$ cat src/source/branch_params.svh
`ifndef BRANCH_PARAMS_SVH
`define BRANCH_PARAMS_SVH

// unresolved br slots, one per barrier plus fetch.
`define BP_QUEUE_DEPTH 4

// width of the global saturating counter.
`define BP_COUNTER_BITS 2

`endif

$ cat src/source/branch_ctrl_pkg.sv
`default_nettype none

`include "branch_params.svh"

package branch_ctrl_pkg;

    // next fetch address source.
    typedef enum logic [2:0] {
        pc_plus2           = 3'd0,
        alu                = 3'd1,
        pcn                = 3'd2,
        mdr                = 3'd3,
        branch_address     = 3'd4,
        mispredict_address = 3'd5
    } lc3b_pc_mux_sel;

    // predictor state, msb is the taken guess.
    typedef logic [`BP_COUNTER_BITS-1:0] bp_count_t;

    // read or write slot of the prediction queue.
    typedef logic [$clog2(`BP_QUEUE_DEPTH)-1:0] bp_qptr_t;

endpackage

`default_nettype wire

$ cat src/source/lc3b_isa_pkg.sv
`default_nettype none

package lc3b_isa_pkg;

    // address or data word.
    typedef logic [15:0] lc3b_word;

    // ir[15:12].
    typedef enum logic [3:0] {
        op_br   = 4'd0,
        op_add  = 4'd1,
        op_ldb  = 4'd2,
        op_stb  = 4'd3,
        op_jsr  = 4'd4,
        op_and  = 4'd5,
        op_ldr  = 4'd6,
        op_str  = 4'd7,
        op_rti  = 4'd8,
        op_not  = 4'd9,
        op_ldi  = 4'd10,
        op_sti  = 4'd11,
        op_jmp  = 4'd12,
        op_shf  = 4'd13,
        op_lea  = 4'd14,
        op_trap = 4'd15
    } lc3b_opcode;

    // ir[8:0] of a br, in words.
    typedef logic [8:0] lc3b_offset9;

endpackage

`default_nettype wire

$ cat src/source/branch_history_counter.sv
`timescale 1ns/1ps
`default_nettype none

module branch_history_counter (
    input  logic clk,
    input  logic rst_n,
    input  logic stall,

    input  logic train,
    input  logic train_taken,

    output logic predict_taken
);

    import branch_ctrl_pkg::*;

    bp_count_t count;

    // starts weakly not taken.
    always_ff @(posedge clk) begin
        if (!rst_n) begin
            count <= bp_count_t'(1);
        end else if (!stall && train) begin
            if (train_taken) begin
                if (count != '1) begin
                    count <= count + bp_count_t'(1);
                end
            end else begin
                if (count != '0) begin
                    count <= count - bp_count_t'(1);
                end
            end
        end
    end

    assign predict_taken = count[$bits(bp_count_t)-1];

    // a resolving br must always be known at the edge.
    a_train_known: assert property (
        @(posedge clk) disable iff (!rst_n)
        !$isunknown(train)
    ) else $error("branch counter train is unknown");

endmodule

`default_nettype wire

$ cat src/source/branch_prediction_queue.sv
`timescale 1ns/1ps
`default_nettype none

`include "branch_params.svh"

module branch_prediction_queue (
    input  logic                   clk,
    input  logic                   rst_n,
    input  logic                   stall,

    input  logic                   push,
    input  logic                   push_taken,
    input  lc3b_isa_pkg::lc3b_word push_fallback,
    input  logic                   pop,
    input  logic                   clear,

    output logic                   head_taken,
    output lc3b_isa_pkg::lc3b_word head_fallback
);

    import lc3b_isa_pkg::*;
    import branch_ctrl_pkg::*;

    localparam int unsigned cnt_w = $clog2(`BP_QUEUE_DEPTH) + 1;

    typedef logic [cnt_w-1:0] qcount_t;

    logic     taken_mem [`BP_QUEUE_DEPTH];
    lc3b_word fallback_mem [`BP_QUEUE_DEPTH];

    bp_qptr_t rd_ptr;
    bp_qptr_t wr_ptr;
    qcount_t  count;
    logic     full;
    logic     empty;

    function automatic bp_qptr_t next_ptr(input bp_qptr_t ptr);
        if (ptr == bp_qptr_t'(`BP_QUEUE_DEPTH - 1)) begin
            return '0;
        end
        return ptr + bp_qptr_t'(1);
    endfunction

    assign full  = (count == qcount_t'(`BP_QUEUE_DEPTH));
    assign empty = (count == '0);

    // clear wins, so a pop in the same cycle still leaves it empty.
    always_ff @(posedge clk) begin
        if (!rst_n) begin
            rd_ptr <= '0;
            wr_ptr <= '0;
            count  <= '0;
        end else if (!stall) begin
            if (clear) begin
                rd_ptr <= '0;
                wr_ptr <= '0;
                count  <= '0;
            end else begin
                if (push) begin
                    wr_ptr <= next_ptr(wr_ptr);
                end
                if (pop) begin
                    rd_ptr <= next_ptr(rd_ptr);
                end
                if (push && !pop) begin
                    count <= count + qcount_t'(1);
                end else if (pop && !push) begin
                    count <= count - qcount_t'(1);
                end
            end
        end
    end

    always_ff @(posedge clk) begin
        if (!stall && push) begin
            taken_mem[wr_ptr]    <= push_taken;
            fallback_mem[wr_ptr] <= push_fallback;
        end
    end

    assign head_taken    = taken_mem[rd_ptr];
    assign head_fallback = fallback_mem[rd_ptr];

    // more brs in flight than pipeline slots.
    a_no_overflow: assert property (
        @(posedge clk) disable iff (!rst_n)
        (push && !stall) |-> (!full || pop)
    ) else $error("prediction queue push while full");

    // a br resolved that was never fetched.
    a_no_underflow: assert property (
        @(posedge clk) disable iff (!rst_n)
        (pop && !stall) |-> !empty
    ) else $error("prediction queue pop while empty");

endmodule

`default_nettype wire

$ cat src/source/fetch_branch_decode.sv
`timescale 1ns/1ps
`default_nettype none

module fetch_branch_decode (
    input  lc3b_isa_pkg::lc3b_word if_ir,
    input  lc3b_isa_pkg::lc3b_word if_pc,
    input  logic                   if_valid,

    output lc3b_isa_pkg::lc3b_word pc_plus2,
    output lc3b_isa_pkg::lc3b_word branch_target,
    output logic                   if_is_br
);

    import lc3b_isa_pkg::*;

    lc3b_opcode  if_opcode;
    lc3b_offset9 offset9;
    lc3b_word    byte_offset;

    assign if_opcode = lc3b_opcode'(if_ir[15:12]);
    assign offset9   = if_ir[8:0];

    // word offset to bytes, sign kept.
    assign byte_offset = {{6{offset9[8]}}, offset9, 1'b0};

    assign pc_plus2      = if_pc + 16'd2;
    assign branch_target = pc_plus2 + byte_offset;

    assign if_is_br = if_valid && (if_opcode == op_br);

endmodule

`default_nettype wire

$ cat src/source/lc3b_branch_unit.sv
`timescale 1ns/1ps
`default_nettype none

module lc3b_branch_unit (
    input  logic                            clk,
    input  logic                            rst_n,
    input  logic                            stall,

    input  lc3b_isa_pkg::lc3b_word          if_ir,
    input  lc3b_isa_pkg::lc3b_word          if_pc,
    input  logic                            if_valid,

    input  lc3b_isa_pkg::lc3b_opcode        if_id_opcode,
    input  logic                            if_id_valid,

    input  lc3b_isa_pkg::lc3b_opcode        id_ex_opcode,
    input  logic                            id_ex_valid,

    input  lc3b_isa_pkg::lc3b_word          ex_mem_alu,
    input  lc3b_isa_pkg::lc3b_word          ex_mem_pcn,
    input  branch_ctrl_pkg::lc3b_pc_mux_sel ex_mem_pc_sel,
    input  lc3b_isa_pkg::lc3b_opcode        ex_mem_opcode,
    input  logic                            ex_mem_valid,

    input  logic                            mem_br_en,

    input  lc3b_isa_pkg::lc3b_word          mem_wb_mdr,
    input  branch_ctrl_pkg::lc3b_pc_mux_sel mem_wb_pc_sel,
    input  lc3b_isa_pkg::lc3b_opcode        mem_wb_opcode,
    input  logic                            mem_wb_valid,

    output lc3b_isa_pkg::lc3b_word          pc_next,
    output lc3b_isa_pkg::lc3b_word          pc_plus2,
    output logic                            flush_if_id,
    output logic                            flush_id_ex,
    output logic                            flush_ex_mem,
    output logic                            flush_mem_wb,
    output logic                            predict_hit,
    output logic                            predict_miss
);

    import lc3b_isa_pkg::*;

    lc3b_word branch_target;
    logic     if_is_br;

    logic     predict_taken;
    logic     train;
    logic     train_taken;

    logic     push;
    logic     push_taken;
    lc3b_word push_fallback;
    logic     pop;
    logic     clear;
    logic     head_taken;
    lc3b_word head_fallback;

    fetch_branch_decode u_decode (
        .if_ir         (if_ir),
        .if_pc         (if_pc),
        .if_valid      (if_valid),
        .pc_plus2      (pc_plus2),
        .branch_target (branch_target),
        .if_is_br      (if_is_br)
    );

    branch_history_counter u_counter (
        .clk           (clk),
        .rst_n         (rst_n),
        .stall         (stall),
        .train         (train),
        .train_taken   (train_taken),
        .predict_taken (predict_taken)
    );

    branch_prediction_queue u_queue (
        .clk           (clk),
        .rst_n         (rst_n),
        .stall         (stall),
        .push          (push),
        .push_taken    (push_taken),
        .push_fallback (push_fallback),
        .pop           (pop),
        .clear         (clear),
        .head_taken    (head_taken),
        .head_fallback (head_fallback)
    );

    redirect_resolver u_resolver (
        .if_id_opcode  (if_id_opcode),
        .if_id_valid   (if_id_valid),
        .id_ex_opcode  (id_ex_opcode),
        .id_ex_valid   (id_ex_valid),
        .ex_mem_alu    (ex_mem_alu),
        .ex_mem_pcn    (ex_mem_pcn),
        .ex_mem_pc_sel (ex_mem_pc_sel),
        .ex_mem_opcode (ex_mem_opcode),
        .ex_mem_valid  (ex_mem_valid),
        .mem_br_en     (mem_br_en),
        .mem_wb_mdr    (mem_wb_mdr),
        .mem_wb_pc_sel (mem_wb_pc_sel),
        .mem_wb_opcode (mem_wb_opcode),
        .mem_wb_valid  (mem_wb_valid),
        .pc_plus2      (pc_plus2),
        .branch_target (branch_target),
        .if_is_br      (if_is_br),
        .predict_taken (predict_taken),
        .head_taken    (head_taken),
        .head_fallback (head_fallback),
        .pc_next       (pc_next),
        .flush_if_id   (flush_if_id),
        .flush_id_ex   (flush_id_ex),
        .flush_ex_mem  (flush_ex_mem),
        .flush_mem_wb  (flush_mem_wb),
        .predict_hit   (predict_hit),
        .predict_miss  (predict_miss),
        .train         (train),
        .train_taken   (train_taken),
        .push          (push),
        .push_taken    (push_taken),
        .push_fallback (push_fallback),
        .pop           (pop),
        .clear         (clear)
    );

endmodule

`default_nettype wire

$ cat src/source/redirect_resolver.sv
`timescale 1ns/1ps
`default_nettype none

module redirect_resolver (
    input  lc3b_isa_pkg::lc3b_opcode        if_id_opcode,
    input  logic                            if_id_valid,

    input  lc3b_isa_pkg::lc3b_opcode        id_ex_opcode,
    input  logic                            id_ex_valid,

    input  lc3b_isa_pkg::lc3b_word          ex_mem_alu,
    input  lc3b_isa_pkg::lc3b_word          ex_mem_pcn,
    input  branch_ctrl_pkg::lc3b_pc_mux_sel ex_mem_pc_sel,
    input  lc3b_isa_pkg::lc3b_opcode        ex_mem_opcode,
    input  logic                            ex_mem_valid,

    input  logic                            mem_br_en,

    input  lc3b_isa_pkg::lc3b_word          mem_wb_mdr,
    input  branch_ctrl_pkg::lc3b_pc_mux_sel mem_wb_pc_sel,
    input  lc3b_isa_pkg::lc3b_opcode        mem_wb_opcode,
    input  logic                            mem_wb_valid,

    input  lc3b_isa_pkg::lc3b_word          pc_plus2,
    input  lc3b_isa_pkg::lc3b_word          branch_target,
    input  logic                            if_is_br,
    input  logic                            predict_taken,
    input  logic                            head_taken,
    input  lc3b_isa_pkg::lc3b_word          head_fallback,

    output lc3b_isa_pkg::lc3b_word          pc_next,
    output logic                            flush_if_id,
    output logic                            flush_id_ex,
    output logic                            flush_ex_mem,
    output logic                            flush_mem_wb,
    output logic                            predict_hit,
    output logic                            predict_miss,

    output logic                            train,
    output logic                            train_taken,
    output logic                            push,
    output logic                            push_taken,
    output lc3b_isa_pkg::lc3b_word          push_fallback,
    output logic                            pop,
    output logic                            clear
);

    import lc3b_isa_pkg::*;
    import branch_ctrl_pkg::*;

    logic           if_id_jump;
    logic           id_ex_jump;
    logic           ex_mem_jump;
    logic           mem_wb_trap;
    logic           ex_mem_br;
    lc3b_pc_mux_sel pc_sel;

    function automatic logic is_jump(input lc3b_opcode op);
        return (op == op_jmp) || (op == op_jsr) || (op == op_trap);
    endfunction

    assign if_id_jump  = if_id_valid && is_jump(if_id_opcode);
    assign id_ex_jump  = id_ex_valid && is_jump(id_ex_opcode);
    assign ex_mem_jump = ex_mem_valid && is_jump(ex_mem_opcode);
    assign mem_wb_trap = mem_wb_valid && (mem_wb_opcode == op_trap);
    assign ex_mem_br   = ex_mem_valid && (ex_mem_opcode == op_br);

    assign predict_hit  = ex_mem_br && (head_taken == mem_br_en);
    assign predict_miss = ex_mem_br && (head_taken != mem_br_en);

    // each flush covers the barriers younger than the redirect.
    assign flush_mem_wb = mem_wb_trap;
    assign flush_ex_mem = flush_mem_wb | ex_mem_jump | predict_miss;
    assign flush_id_ex  = flush_ex_mem | id_ex_jump;
    assign flush_if_id  = flush_id_ex | if_id_jump;

    assign train       = ex_mem_br;
    assign train_taken = mem_br_en;
    assign pop         = ex_mem_br;

    // any flush kills every unresolved br.
    assign clear = flush_if_id;

    assign push          = if_is_br && !flush_if_id;
    assign push_taken    = predict_taken;
    assign push_fallback = predict_taken ? pc_plus2 : branch_target;

    // lowest priority first.
    always_comb begin
        pc_sel = branch_ctrl_pkg::pc_plus2;
        if (push && predict_taken) begin
            pc_sel = branch_address;
        end
        if (ex_mem_jump && (ex_mem_opcode != op_trap)) begin
            pc_sel = ex_mem_pc_sel;
        end
        if (mem_wb_trap) begin
            pc_sel = mem_wb_pc_sel;
        end
        if (predict_hit) begin
            pc_sel = branch_ctrl_pkg::pc_plus2;
        end else if (predict_miss) begin
            pc_sel = mispredict_address;
        end
    end

    always_comb begin
        case (pc_sel)
            branch_ctrl_pkg::pc_plus2: pc_next = pc_plus2;
            alu:                       pc_next = ex_mem_alu;
            pcn:                       pc_next = ex_mem_pcn;
            mdr:                       pc_next = mem_wb_mdr;
            branch_address:            pc_next = branch_target;
            mispredict_address:        pc_next = head_fallback;
            default:                   pc_next = pc_plus2;
        endcase
    end

    // a jmp or jsr in EX/MEM targets the alu or pcn value.
    always_comb begin
        if (ex_mem_jump && (ex_mem_opcode != op_trap)) begin
            a_jump_sel_valid: assert (ex_mem_pc_sel inside {alu, pcn})
                else $error("jmp or jsr in EX/MEM selects neither alu nor pcn");
        end
    end

endmodule

`default_nettype wire

$ cat config.mk
export PLATFORM = sky130hd
export DESIGN_NAME = lc3b_branch_unit
export DESIGN_NICKNAME = d
export VERILOG_FILES = /design/src/source/branch_ctrl_pkg.sv /design/src/source/lc3b_isa_pkg.sv /design/src/source/branch_history_counter.sv /design/src/source/branch_prediction_queue.sv /design/src/source/fetch_branch_decode.sv /design/src/source/lc3b_branch_unit.sv /design/src/source/redirect_resolver.sv
export VERILOG_INCLUDE_DIRS = /design/src /design/src/source
export SDC_FILE = /design/constraint.sdc
export NUM_CORES = 1
export LEC_CHECK = 0
export BUFFER_PORTS_ARGS = -buffer_cell sky130_fd_sc_hd__buf_4
export CAP_MARGIN = 20
export CORE_MARGIN = 3
export CORE_UTILIZATION = 51
export CTS_CLUSTER_DIAMETER = 60
export DETAILED_ROUTE_END_ITERATION = 12
export GPL_ROUTABILITY_DRIVEN = 0
export GPL_TIMING_DRIVEN = 0
export PLACE_DENSITY_LB_ADDON = 0.15
export SLEW_MARGIN = 20
export SYNTH_ARGS = -nofsm -noshare
export SYNTH_HDL_FRONTEND = slang
export SYNTH_SLANG_ARGS = --single-unit
$ cat constraint.sdc
create_clock -name clk -period 3.4 [get_ports clk]
set_input_delay 0 -clock clk [delete_from_list [all_inputs] [get_ports clk]]
set_output_delay 0 -clock clk [all_outputs]
set_load 0.02 [all_outputs]
Word level (Yosys, flattened, before mapping):

Memory sizes are Yosys's and may differ from the RTL's. A register that Yosys moved wholly into a read port is not among the register bits.
Index checks and enable logic that the tools add are counted.
W data, S select, Z words.

* word-level logic and storage cells: 102
* RAM bits: 68
* register bits: 6
* output and inout port bits: 38
* memories kept: 2

* multiplexer cells: 34
* $add $sub $neg: 6
* reductions and logical operators: 30
* bitwise gates (word level): 5
* equality and inequality tests: 22

Memory list
* u_queue.fallback_mem: depth 4, width 16, read ports 1, clocked after memory_dff 1, write ports 1, RTL line branch_prediction_queue.sv:29 `` lc3b_word fallback_mem [`BP_QUEUE_DEPTH]; ``
* u_queue.taken_mem: depth 4, width 1, read ports 1, clocked after memory_dff 1, write ports 1, RTL line branch_prediction_queue.sv:28 `` logic taken_mem [`BP_QUEUE_DEPTH]; ``

Operators with widths (count)
* $pmux W16 S5: 1
* $mux W2: 15
* $eq A4 B4 Y1 const B: 7
* $add A16 B16 Y16: 1
* $add A16 B2 Y16 const B: 1
* $mux W16: 1
* $mux W3: 5
* $logic_and A1 B1 Y1: 13
* $eq A4 B3 Y1 const B: 3
* $mux W1: 12
* $logic_not A4 Y1: 2
* $reduce_bool A2 Y1: 4
* $add A2 B1 Y2 const B: 3
* $eq A3 B2 Y1 const B: 2
* $eq A3 B3 Y1 const B: 2
* $logic_or A1 B1 Y1: 6
* $eq A2 B2 Y1 const B: 2
* $ne A4 B4 Y1 const B: 1
* $or A1 B1 Y1: 4
* $reduce_and A2 Y1: 2
* $eq A3 B1 Y1 const B: 1
* $reduce_and A3 Y1: 1
* $logic_not A1 Y1: 2
* $ne A2 B1 Y1 const B: 1
* 5 further kinds: 5

Longest topological paths before layout:

Gate-level depths: netlist of the first run.

* depth in word-level cells: 18
* mapped depth: 14
* gate-level depth less buffers: 14

Cells and area by module:

Synthesis of the first run repeated with hierarchy kept, for this count alone.

* cell total of the unflattened synthesis: 408
* area total of the unflattened synthesis: 5098.6 um2

By module, submodules not included
* branch_prediction_queue: area an instance 2827.7 um2, times used 1, seq. area each 2162.1 um2, cells each 121
* redirect_resolver: area an instance 1192.4 um2, times used 1, seq. area each 0.0 um2, cells each 149
* fetch_branch_decode: area an instance 973.4 um2, times used 1, seq. area each 0.0 um2, cells each 126
* branch_history_counter: area an instance 105.1 um2, times used 1, seq. area each 40.0 um2, cells each 12

Least setup slack after synthesis of the first run:

OpenSTA, ideal clock, no wires.

* path type: in2out
* from: in if_pc[1]
* to: out pc_next[15]
* arrival: 3.051 ns
* data required time: 3.400 ns
* path slack: 0.349 ns
* path buffers: 0
* cell stages on the path: 13
* cells stage by stage: ha_1 nand2_1 nor2_1 and3_1 xor2_1 ha_1 a211oi_1 o21bai_1 or3_1 o211ai_1 nor3b_1 o21ai_0 a31oi_1

* cells in the longest elaborated chain, start to end: 3

Ends and longest elaborated chain
* from (decl): RTL line lc3b_branch_unit.sv:10 `input lc3b_isa_pkg::lc3b_word if_pc,`
* $add A16 B2 Y16: RTL line fetch_branch_decode.sv:26 `assign pc_plus2 = if_pc + 16'd2;`
* net pc_plus2[9]: RTL line lc3b_branch_unit.sv:33 `output lc3b_isa_pkg::lc3b_word pc_plus2,`
* $add A16 B16 Y16: RTL line fetch_branch_decode.sv:27 `assign branch_target = pc_plus2 + byte_offset;`
* $pmux W16 S5: RTL line redirect_resolver.sv:108 `case (pc_sel)`
* to (decl): RTL line lc3b_branch_unit.sv:32 `output lc3b_isa_pkg::lc3b_word pc_next,`

The timed path passes the listed nets, and every way through them passes these cells.

==> impl_metrics.py, run 1 <==
metrics = {
    "setup_path": {
        "crit_path_cell_trace": "buf_6, mux4_2, xnor2_2, nand2_2, nand2_1, nor3_1, and2_1",
        "path_class": "flop to flop",
        "cp_data_arrival_time_ns": 3.19,
        "worst-path-stages": 7,
        "path_max_fanout": 17,
        "slowest_delay_ns": 0.82,
        "cp-end-kind": "flop",
        "r2r_cells": 7,
        "path_buf_inv": 1,
        "crit_family": "simple AND/OR/NAND/NOR gates",
        "critPathSlowestCell": "and2_1",
        "cp-start-kind": "flop",
        "crit_required_ns": 3.36,
    },
    "die": {
        "core_mm2": 0.00937,
        "pin_count": 149,
        "die_w_um": 105,
        "initial_core_util_pct": 53.3,
        "row_count": 35,
        "die_h_um": 105,
        "die_area_mm2": 0.0110,
    },
    "cts": {
        "numCtsBuffers": 9,
        "tritoncts": "done",
        "clk_latency_ns": 0.33,
        "cts-root-buf": "clkbuf_8",
        "cts_buffer_depth": 2,
        "cts.sinks": 76,
        "path_clk_slew_ns": 0.08,
        "htree_levels": 3,
    },
    "run_status": {
        "outcome": "complete, no violations",
    },
    "yosys": {
        "synth_fa_ha_area_share_pct": 5.41,
        "ys_warn_count": 0,
        "synth_compound_area_share_pct": 15.2,
        "synth_nets": 566,
        "synth_top_family_by_area": "compound AO/OA/AOI/OAI gates",
        "synth_top_area_cell": "edfxtp_1",
        "synth.distinct_cells": 67,
        "synth-edff-count": 68,
        "synth_area_leaders": "edfxtp_1, mux4_2, mux2i_1",
        "synthFlopType": "edfxtp_1",
        "syn_inst": 434,
        "synthTopCellsByCount": "edfxtp_1, nor2_1, mux2i_1",
        "synth-seq-cells": 76,
        "synth_most_common_cell": "edfxtp_1",
        "avgSynthCellArea_um2": 11.5,
        "synth_top_area_share_pct": 40.9,
        "syn_area_mm2": 0.00499,
        "yosys.area_share.xor_xnor_pct": 4.54,
        "synthArstFlopShare_pct": 0,
        "synth_seq_area_share_pct": 44.1,
        "synth_mux_area_share_pct": 15.1,
        "synthSimpleGateAreaFrac_pct": 12.3,
    },
    "routing": {
        "top_layer": "met4",
        "drc": 0,
        "ant_nets": 0,
        "routed_via_density": 5.81,
        "wl_met3_um": 934,
        "wl_met2_mm": 6.61,
        "num_vias": 4236,
        "postRouteWirelength_mm": 13.5,
        "wl_met1_mm": 5.80,
        "avgRoutedWirePerCell_um": 18.6,
        "drtPass1Iterations": 4,
        "drtIter0Drc": 228,
    },
    "sta": {
        "timing.fmax_ghz": 0.310,
        "setup_ws_ns": 0.170,
        "skew_ns": 0.00591,
        "setup-violations-final": 0,
        "min_period_over_period_pct": 95.0,
        "worst_pin_slew_ns": 0.908,
        "fin_crit_ns": 3.23,
        "slew_viol_final": 0,
        "slew_headroom_pct": 39.5,
        "rsz0062_at_grt": "no",
        "hold_viol": 0,
    },
    "worst_hold_path": {
        "min_path_cells": 3,
        "hold_class": "primary input to flop",
    },
    "finish": {
        "fin_util_pct": 69.8,
        "stdcell_area_mm2": 0.00654,
        "areaGrowthSynthToFinish_pct": 30.9,
        "finalNetCount": 727,
        "final_cells": 729,
        "area.sequential_mm2": 0.00220,
        "final.fill_count": 735,
        "antennaDiodeCount": 0,
        "multi_input_area_mm2": 0.00265,
        "drive_above_1_share_pct": 34.7,
    },
    "power": {
        "ir_drop_uv": 484,
        "p_per_area_mw_per_mm2": 375,
        "p_leak_nw": 2.73,
    },
    "placement": {
        "dpl.hpwl_mm": 10.7,
        "post-place-ws_ns": -0.0713,
        "dpl_cell_area_mm2": 0.00624,
        "port_buffers": 145,
        "dp_cells": 708,
    },
    "global_routing": {
        "antenna_found_initial": 0,
        "grt_pass1_wl_mm": 20.8,
        "grt_pass1_vias": 4037,
        "track_usage_pct": 24.1,
        "grt_overflow_total": 0,
        "grt_max_degree": 18,
    },
    "job": {
        "drv_cap": 0,
    },
}
## through the flow
step	TNS, ns	hold WS (ns)	total power [mW]
global route	0	0.0849	2.56
floorplan	0	0.0913	1.44
detailed placement	-0.285	0.239	1.72
finish	0	0.0213	2.45
CTS	0	0.0129	2.46
global placement	0	0.236	1.71
## worst register-to-register path, stage by stage, from the launching register on
cell,delay [ns]
dfxtp_1,0.33
buf_6,0.16
mux4_2,0.55
xnor2_2,0.17
nand2_2,0.13
nand2_1,0.11
nor3_1,0.58
and2_1,0.83
## registers in the layout (all words and copies together) (netlist names), named ones only
register / flops
u_counter.count: 2
u_queue.rd_ptr: 2
u_queue.fallback_mem: 64
u_queue.wr_ptr: 2
u_queue.taken_mem: 4
## where the power goes
group          switching (mW)  internal (mW)  total (mW)
Combinational           0.370          0.280       0.649
Clock                   0.316          0.416       0.733
Sequential            0.00428           1.07        1.07
Total                   0.690           1.76        2.45
## kinds of logic (layout without fill, tap and decap cells)
family | count (synthesis) | in the layout
multiplexers | 53 | 53
buffers and inverters | 37 | 203
adder cells (fa/ha/maj) | 21 | 21
AND/OR/NAND/NOR | 118 | 118
XOR/XNOR | 25 | 25
AO/OA/AOI/OAI | 104 | 104
flip-flops | 76 | 76
## path summary, 6_finish.rpt
path | startpoint | to | slack [ns]
setup reg to reg | flop | u_queue.fallback_mem[0][11] | 0.17
hold / removal | mem_br_en | u_counter.count[0] | 0.02
setup / recovery | flop | u_queue.fallback_mem[0][11] | 0.17
hold reg to reg | u_counter.count[0] | u_counter.count[1] | 0.53
## per-layer routing
| layer | vias to the layer above | global-route usage (%) |
|---|---|---|
| met5 | - | 0 |
| met4 | 0 | 7.12 |
| met2 | 170 | 40.2 |
| li1 | 2016 | - |
| met3 | 19 | 3.58 |
| met1 | 2031 | 32.8 |
## placed cells by master, fill, tap and decap left out, types with 4 or more instances in the layout
cell / n
a21oi_1: 11
a22oi_1: 4
and2_1: 7
and3_1: 5
and4_1: 4
buf_2: 6
buf_4: 150
clkbuf_1: 8
clkbuf_8: 9
dfxtp_1: 8
edfxtp_1: 68
ha_1: 20
inv_1: 16
mux2i_1: 33
mux4_2: 15
nand2_1: 23
nand3_1: 8
nand4_1: 6
nor2_1: 35
nor2b_1: 5
nor3_1: 7
nor4_1: 4
o211ai_1: 6
o21ai_0: 22
o221ai_1: 5
o22a_1: 10
o22ai_1: 7
o31a_1: 4
or3_1: 4
xnor2_1: 7
xor2_1: 16
## layout make-up
cell class	count	share of cell area, %
Timing Repair Buffer	150	17.3
Tap cell	129	2.47
Clock inverter	7	1.53
Buffer	19	1.55
Clock buffer	9	1.89
Inverter	18	1.03
Multi-Input combinational cell	321	40.5
Sequential cell	76	33.7
## repair_timing
action	CTS	global route
setup buffers	0	3
endpoints found under the hold margin	12	0
resized for setup	0	4
setup endpoints to repair	0	9
hold buffers	2	0
(Power assumes the default switching activity.)
==> run 2: changes to the inputs <==
CTS_BUF_LIST = sky130_fd_sc_hd__clkbuf_4 sky130_fd_sc_hd__clkbuf_8 sky130_fd_sc_hd__clkbuf_16   (was not set)
SLEW_MARGIN = not set   (was 20)
SYNTH_HIERARCHICAL = 1   (was not set)
==> run 2 against run 1 <==
  * Setup slack got worse by 0.12 ns
  * Sequential power hardly changed
  * Sequential share of layout area shrank 1.1 points
  * Largest power group unchanged
  * Highest routed layer unchanged
  * Core utilization increased by 1.8 points
==> impl_metrics.py, run 2 <==
metrics = {
    "yosys": {
        "syn_area_mm2": 0.00510,
        "synthTopCellsByCount": "edfxtp_1, inv_1, ha_1",
        "synth.distinct_cells": 68,
        "synth_top_family_by_area": "compound AO/OA/AOI/OAI gates",
        "synth_most_common_cell": "edfxtp_1",
        "synthFlopType": "edfxtp_1",
        "synth_seq_area_share_pct": 43.2,
        "synth_nets": 544,
        "synth_fa_ha_area_share_pct": 6.28,
        "synth_compound_area_share_pct": 15.7,
        "ys_warn_count": 6,
        "synth_top_area_cell": "edfxtp_1",
        "synth-edff-count": 68,
        "yosys.area_share.xor_xnor_pct": 4.79,
        "synth_area_leaders": "edfxtp_1, ha_1, mux4_2",
        "synthArstFlopShare_pct": 0,
        "avgSynthCellArea_um2": 12.5,
        "synth_mux_area_share_pct": 14.7,
        "synth-seq-cells": 76,
        "synth_top_area_share_pct": 40.0,
        "syn_inst": 408,
        "synthSimpleGateAreaFrac_pct": 10.7,
    },
    "finish": {
        "layout_commonest_cell": "buf_4",
        "registers.top_by_ff_count": "u_queue/fallback_mem",
        "areaGrowthSynthToFinish_pct": 32.7,
        "largest_reg_flops": 64,
        "antennaDiodeCount": 0,
        "final.fill_count": 709,
        "drive_above_1_share_pct": 43.3,
        "final_cell_mix": "buf_4, edfxtp_1, inv_1",
        "reg_top3": "u_queue/fallback_mem: 64 flops, u_queue/taken_mem: 4 flops",
        "finalNetCount": 717,
    },
    "setup_path": {
        "r2r_cells": 8,
        "cp-start-kind": "flop",
        "critPathSlowestCell": "mux4_2",
        "worst-path-stages": 11,
        "path_class": "flop to primary output",
        "crit_path_cell_trace": "mux4_2, xor2_4, and3_4, or4_4, o21ai_4, nor3_4, a311oi_4, buf_4, buf_4, o221ai_1, buf_4",
        "crit_path_frequent_cell": "buf_4",
        "crit_family": "simple AND/OR/NAND/NOR gates",
        "slowest_delay_ns": 0.56,
        "crit_required_ns": 3.40,
        "r2r_slack_ns": 0.21,
        "cp-end-kind": "primary output",
        "cp_data_arrival_time_ns": 3.35,
        "path_max_fanout": 5,
        "path_buf_inv": 3,
    },
    "sta": {
        "slew_viol_final": 0,
        "timing.fmax_ghz": 0.298,
        "rsz0062_at_grt": "yes",
        "fin_hold_ws_ns": 0.0583,
        "setup-violations-final": 0,
        "setup_ws_ns": 0.0474,
        "worst_pin_slew_ns": 0.853,
        "fin_crit_ns": 3.35,
        "min_period_over_period_pct": 98.6,
        "skew_ns": 0.00705,
        "hold_viol": 0,
        "slew_headroom_pct": 43.0,
    },
    "die": {
        "die_h_um": 106,
        "row_count": 35,
        "die_w_um": 106,
        "pin_count": 149,
        "initial_core_util_pct": 53.9,
        "core_mm2": 0.00946,
        "die_area_mm2": 0.0112,
    },
    "routing": {
        "drtIter0Drc": 317,
        "postRouteWirelength_mm": 14.8,
        "drc": 0,
        "ant_nets": 0,
        "drtPass1Iterations": 5,
        "routed_via_density": 5.90,
        "avgRoutedWirePerCell_um": 20.7,
        "num_vias": 4216,
    },
    "power": {
        "p_leak_nw": 2.73,
        "ir_drop_uv": 503,
        "combPwrFrac_pct": 28.5,
        "clkPwrFrac_pct": 26.6,
        "intPower_mw": 1.71,
        "p_seq_share_pct": 45.0,
        "p_per_area_mw_per_mm2": 348,
        "swShare_pct": 27.5,
        "power_switching_mw": 0.648,
    },
    "global_routing": {
        "track_usage_pct": 25.2,
        "grt_pass1_vias": 4094,
        "grt_pass1_wl_mm": 21.9,
        "grt_max_degree": 13,
        "antenna_found_initial": 0,
        "grt_overflow_total": 0,
    },
    "cts": {
        "numCtsBuffers": 9,
        "cts_buffer_depth": 2,
        "path_clk_slew_ns": 0.07,
        "clk_latency_ns": 0.33,
        "cts-root-buf": "clkbuf_8",
        "tritoncts": "done",
        "cts.sinks": 76,
        "htree_levels": 3,
    },
    "worst_hold_path": {
        "min_path_cells": 2,
        "hold_class": "primary input to flop",
    },
    "placement": {
        "post-place-ws_ns": -0.552,
        "dpl.hpwl_mm": 11.1,
        "port_buffers": 144,
    },
    "run_status": {
        "outcome": "complete, no violations",
    },
    "job": {
        "drv_cap": 0,
    },
}
==> run 2: cell count changes after synthesis, sizes merged, moves of 12 or more <==
cell | before | now
mux2 | 3 | 16
o21ai | 24 | 12
mux2i | 33 | 16
a222oi | 0 | 14
nor2 | 35 | 13
==> run 2: final timing paths <==
check,startpoint,endpoint
max,flop,pc_next[5]
min,if_pc[0],u_queue/fallback_mem[1][0]
max reg2reg,flop,u_queue/fallback_mem[3][13]
min reg2reg,u_counter/count[0],u_counter/count[1]
==> run 2: layout make-up <==
cell class	count	area [um^2]	share of cell area, %
inverters	27	101	1.50
clock inverters	6	55.1	0.813
multi-input cells	289	2770	40.9
repair buffers	159	1210	17.8
clock buffers	10	131	1.94
well taps	129	161	2.38
flip-flops and latches	76	2210	32.6
plain buffers	19	136	2.02
==> run 2: metal layers <==
layer  wire length, um  track usage, %  vias to the layer above
met5                 0               0                        -
met4               289            7.86                        0
met3              1070            3.64                       23
met2              7470            42.9                      184
met1              6000            33.4                     2033
li1                  -               -                     1976
==> run 2: logic make-up (layout without fill, tap and decap cells) <==
family | count (synthesis) | in the layout
simple gates | 94 | 99
compound gates | 89 | 89
flops | 76 | 76
mux | 49 | 49
buf+inv | 48 | 221
xor+xnor | 27 | 27
fa+ha+maj | 25 | 25
==> run 2: timing repair <==
| item | CTS | global route |
|---|---|---|
| hold buffers | 1 | 0 |
| buffers inserted | 6 | 7 |
| gates resized for setup | 20 | 20 |
| endpoints found under the hold margin | 6 | 0 |
| setup endpoints to repair | 84 | 84 |
| pin swaps | 7 | 2 |
| gates cloned | 4 | 2 |
==> run 2: worst register-to-register path, cell delays in order (launching register included) <==
cell	delay (ns)
dfxtp_4	0.36
mux4_2	0.56
xor2_4	0.19
and3_4	0.20
or4_4	0.52
nand2b_2	0.30
nor2_2	0.20
nor2b_4	0.26
and2_4	0.28
==> run 2: power by group through the flow <==
stage | clock network (mW) | logic, mW | registers (mW)
final | 0.626 | 0.671 | 1.06
after floorplan | 0 | 0.366 | 1.08
after detailed placement | 0 | 0.638 | 1.08
after CTS | 0.647 | 0.648 | 1.06
after global routing | 0.686 | 0.720 | 1.06
after global placement | 0 | 0.620 | 1.08
==> run 2: through the flow <==
stage	util (%)	cell area, um^2	setup TNS (ns)	total power [mW]	cells
2_1_floorplan	-	5100	-0.143	1.45	408
3_3_place_gp	67.1	6350	-31.85	1.70	681
3_5_place_dp	67.1	6350	-38.84	1.72	681
4_1_cts	70.3	6650	0	2.36	707
5_1_grt	71.5	6770	-0.453	2.47	715
6_report	71.5	6770	0	2.36	715
==> run 3: changes to the inputs <==
--- a/config.mk
+++ b/config.mk
@@ -17,3 +17,5 @@
 export GPL_TIMING_DRIVEN = 0
+export MAX_ROUTING_LAYER = met4
 export PLACE_DENSITY_LB_ADDON = 0.15
+export RECOVER_POWER = 25
 export SYNTH_ARGS = -nofsm -noshare
--- a/constraint.sdc
+++ b/constraint.sdc
@@ -3,2 +3,2 @@
 set_output_delay 0 -clock clk [all_outputs]
-set_load 0.02 [all_outputs]
+set_load 0.1 [all_outputs]
==> run 3 against run 2 <==
  * Wire length increased by 2.6%
  * Die area unchanged
  * Highest routed layer unchanged
  * Critical path depth unchanged
==> impl_metrics.py, run 3 (synthesis results as in run 2) <==
metrics = {
    "run_status": {
        "outcome": "complete, no violations",
    },
    "routing": {
        "num_vias": 4407,
        "ant_nets": 0,
        "drtIter0Drc": 307,
        "postRouteWirelength_mm": 15.2,
        "avgRoutedWirePerCell_um": 21.2,
        "routed_via_density": 6.15,
        "drtPass1Iterations": 7,
        "drc": 0,
    },
    "finish": {
        "registers.top_by_ff_count": "u_queue/fallback_mem",
        "multi_input_area_mm2": 0.00304,
        "final.fill_count": 603,
        "areaGrowthSynthToFinish_pct": 43.3,
        "layout_commonest_cell": "buf_4",
        "area.sequential_mm2": 0.00220,
        "antennaDiodeCount": 0,
        "stdcell_area_mm2": 0.00731,
        "reg_top3": "u_queue/fallback_mem: 64 flops, u_queue/taken_mem: 4 flops",
        "final_cell_mix": "buf_4, edfxtp_1, inv_1",
        "finalNetCount": 719,
        "fin_util_pct": 77.2,
        "drive_above_1_share_pct": 43.5,
        "largest_reg_flops": 64,
        "final_cells": 717,
    },
    "placement": {
        "port_buffers": 144,
        "dpl_cell_area_mm2": 0.00666,
        "dpl.hpwl_mm": 11.3,
        "dp_cells": 682,
        "post-place-ws_ns": -0.490,
    },
    "sta": {
        "slew_headroom_pct": 20.9,
        "worst_pin_slew_ns": 1.19,
        "min_period_over_period_pct": 99.8,
        "skew_ns": 0.00654,
        "setup-violations-final": 0,
        "timing.fmax_ghz": 0.295,
        "fin_hold_ws_ns": 0.0372,
        "final.setup.tns_ns": 0,
        "rsz0062_at_grt": "yes",
        "hold_viol": 0,
        "slew_viol_final": 0,
        "fin_crit_ns": 3.39,
        "setup_ws_ns": 0.00707,
    },
    "setup_path": {
        "slowest_delay_ns": 0.58,
        "rr_endpoint": "u_queue/fallback_mem[3][9]",
        "r2r_slack_ns": 0.10,
        "cp-start-kind": "flop",
        "crit_required_ns": 3.40,
        "worst-path-stages": 11,
        "crit_family": "simple AND/OR/NAND/NOR gates",
        "cp-end-kind": "primary output",
        "path_max_fanout": 5,
        "critPathSlowestCell": "mux4_2",
        "crit_path_cell_trace": "mux4_2, xor2_4, and3_4, or4_4, o21ai_4, nor3_4, a311oi_4, buf_6, buf_12, o221ai_4, buf_12",
        "path_buf_inv": 3,
        "r2r_cells": 9,
        "crit_path_frequent_cell": "buf_12",
        "crit_end": "pc_next[2]",
        "cp_data_arrival_time_ns": 3.39,
        "path_class": "flop to primary output",
    },
    "global_routing": {
        "grt_pass1_vias": 4341,
        "track_usage_pct": 27.4,
        "grt_overflow_total": 0,
        "grt_pass1_wl_mm": 23.2,
        "grt_max_degree": 14,
        "antenna_found_initial": 0,
    },
    "cts": {
        "htree_levels": 3,
        "clk_latency_ns": 0.33,
        "tritoncts": "done",
        "cts-root-buf": "clkbuf_8",
        "cts_buffer_depth": 2,
        "numCtsBuffers": 9,
        "path_clk_slew_ns": 0.07,
        "cts.sinks": 76,
    },
    "die": {
        "pin_count": 149,
        "die_h_um": 106,
        "row_count": 35,
        "core_mm2": 0.00946,
        "die_area_mm2": 0.0112,
        "initial_core_util_pct": 53.9,
        "die_w_um": 106,
    },
    "power": {
        "fin_total_pwr_mw": 3.04,
        "p_per_area_mw_per_mm2": 416,
        "ir_drop_uv": 564,
        "p_leak_nw": 2.88,
    },
    "job": {
        "drv_cap": 0,
    },
    "worst_hold_path": {
        "hold_class": "primary input to flop",
    },
}
[run 3: what timing repair did]
action / in CTS / in global routing
setup buffers: 8 / 7
pin swaps: 7 / 7
cloned: 5 / 0
resized for setup: 65 / 11
hold endpoints to repair: 8 / 0
endpoints found under the setup margin: 84 / 84
hold buffers: 1 / 0
[run 3: where the power goes]
group          total (mW)  leakage [nW]  switching (mW)  internal [mW]
clock network       0.936         0.141           0.301          0.635
logic                1.05          2.06           0.655          0.391
registers            1.06         0.686         0.00116           1.06
[run 3: worst reg2reg max path, cell delays in order (launching register included)]
cell and delay [ns]:
dfxtp_2 0.35, mux4_2 0.58, xor2_4 0.22, and3_4 0.16, or4_4 0.52, buf_4 0.17
nand2b_2 0.26, nor2_1 0.17, nor2b_4 0.28, and2_4 0.29
[run 3: how the worst min path moves through the flow]
stage	from	to	slack [ns]	cells past startpoint
after global placement	rst_n	u_counter/count[0]	0.24	2
after global routing	stall	u_counter/count[1]	0.06	4
after CTS	stall	u_counter/count[1]	0.02	4
after floorplan	rst_n	u_counter/count[0]	0.08	1
after detailed placement	rst_n	u_counter/count[0]	0.26	2
final	stall	u_counter/count[1]	0.04	4
[run 3: layout make-up]
| type | instances | area share, % |
|---|---|---|
| Clock buffer | 9 | 1.70 |
| Tap cell | 129 | 2.21 |
| Inverter | 27 | 1.39 |
| Clock inverter | 7 | 2.23 |
| Timing Repair Buffer | 162 | 18.9 |
| Buffer | 19 | 1.83 |
| Multi-Input combinational cell | 288 | 41.6 |
| Sequential cell | 76 | 30.2 |
[run 3: per-layer routing]
layer / GRT usage, % / up-vias / part of all wire, %
li1: - / 1989 / -
met1: 34.4 / 2167 / 39
met2: 47.1 / 220 / 51
met3: 4.25 / 31 / 7.8
met4: 6.57 / 0 / 1.8
met5: - / - / 0
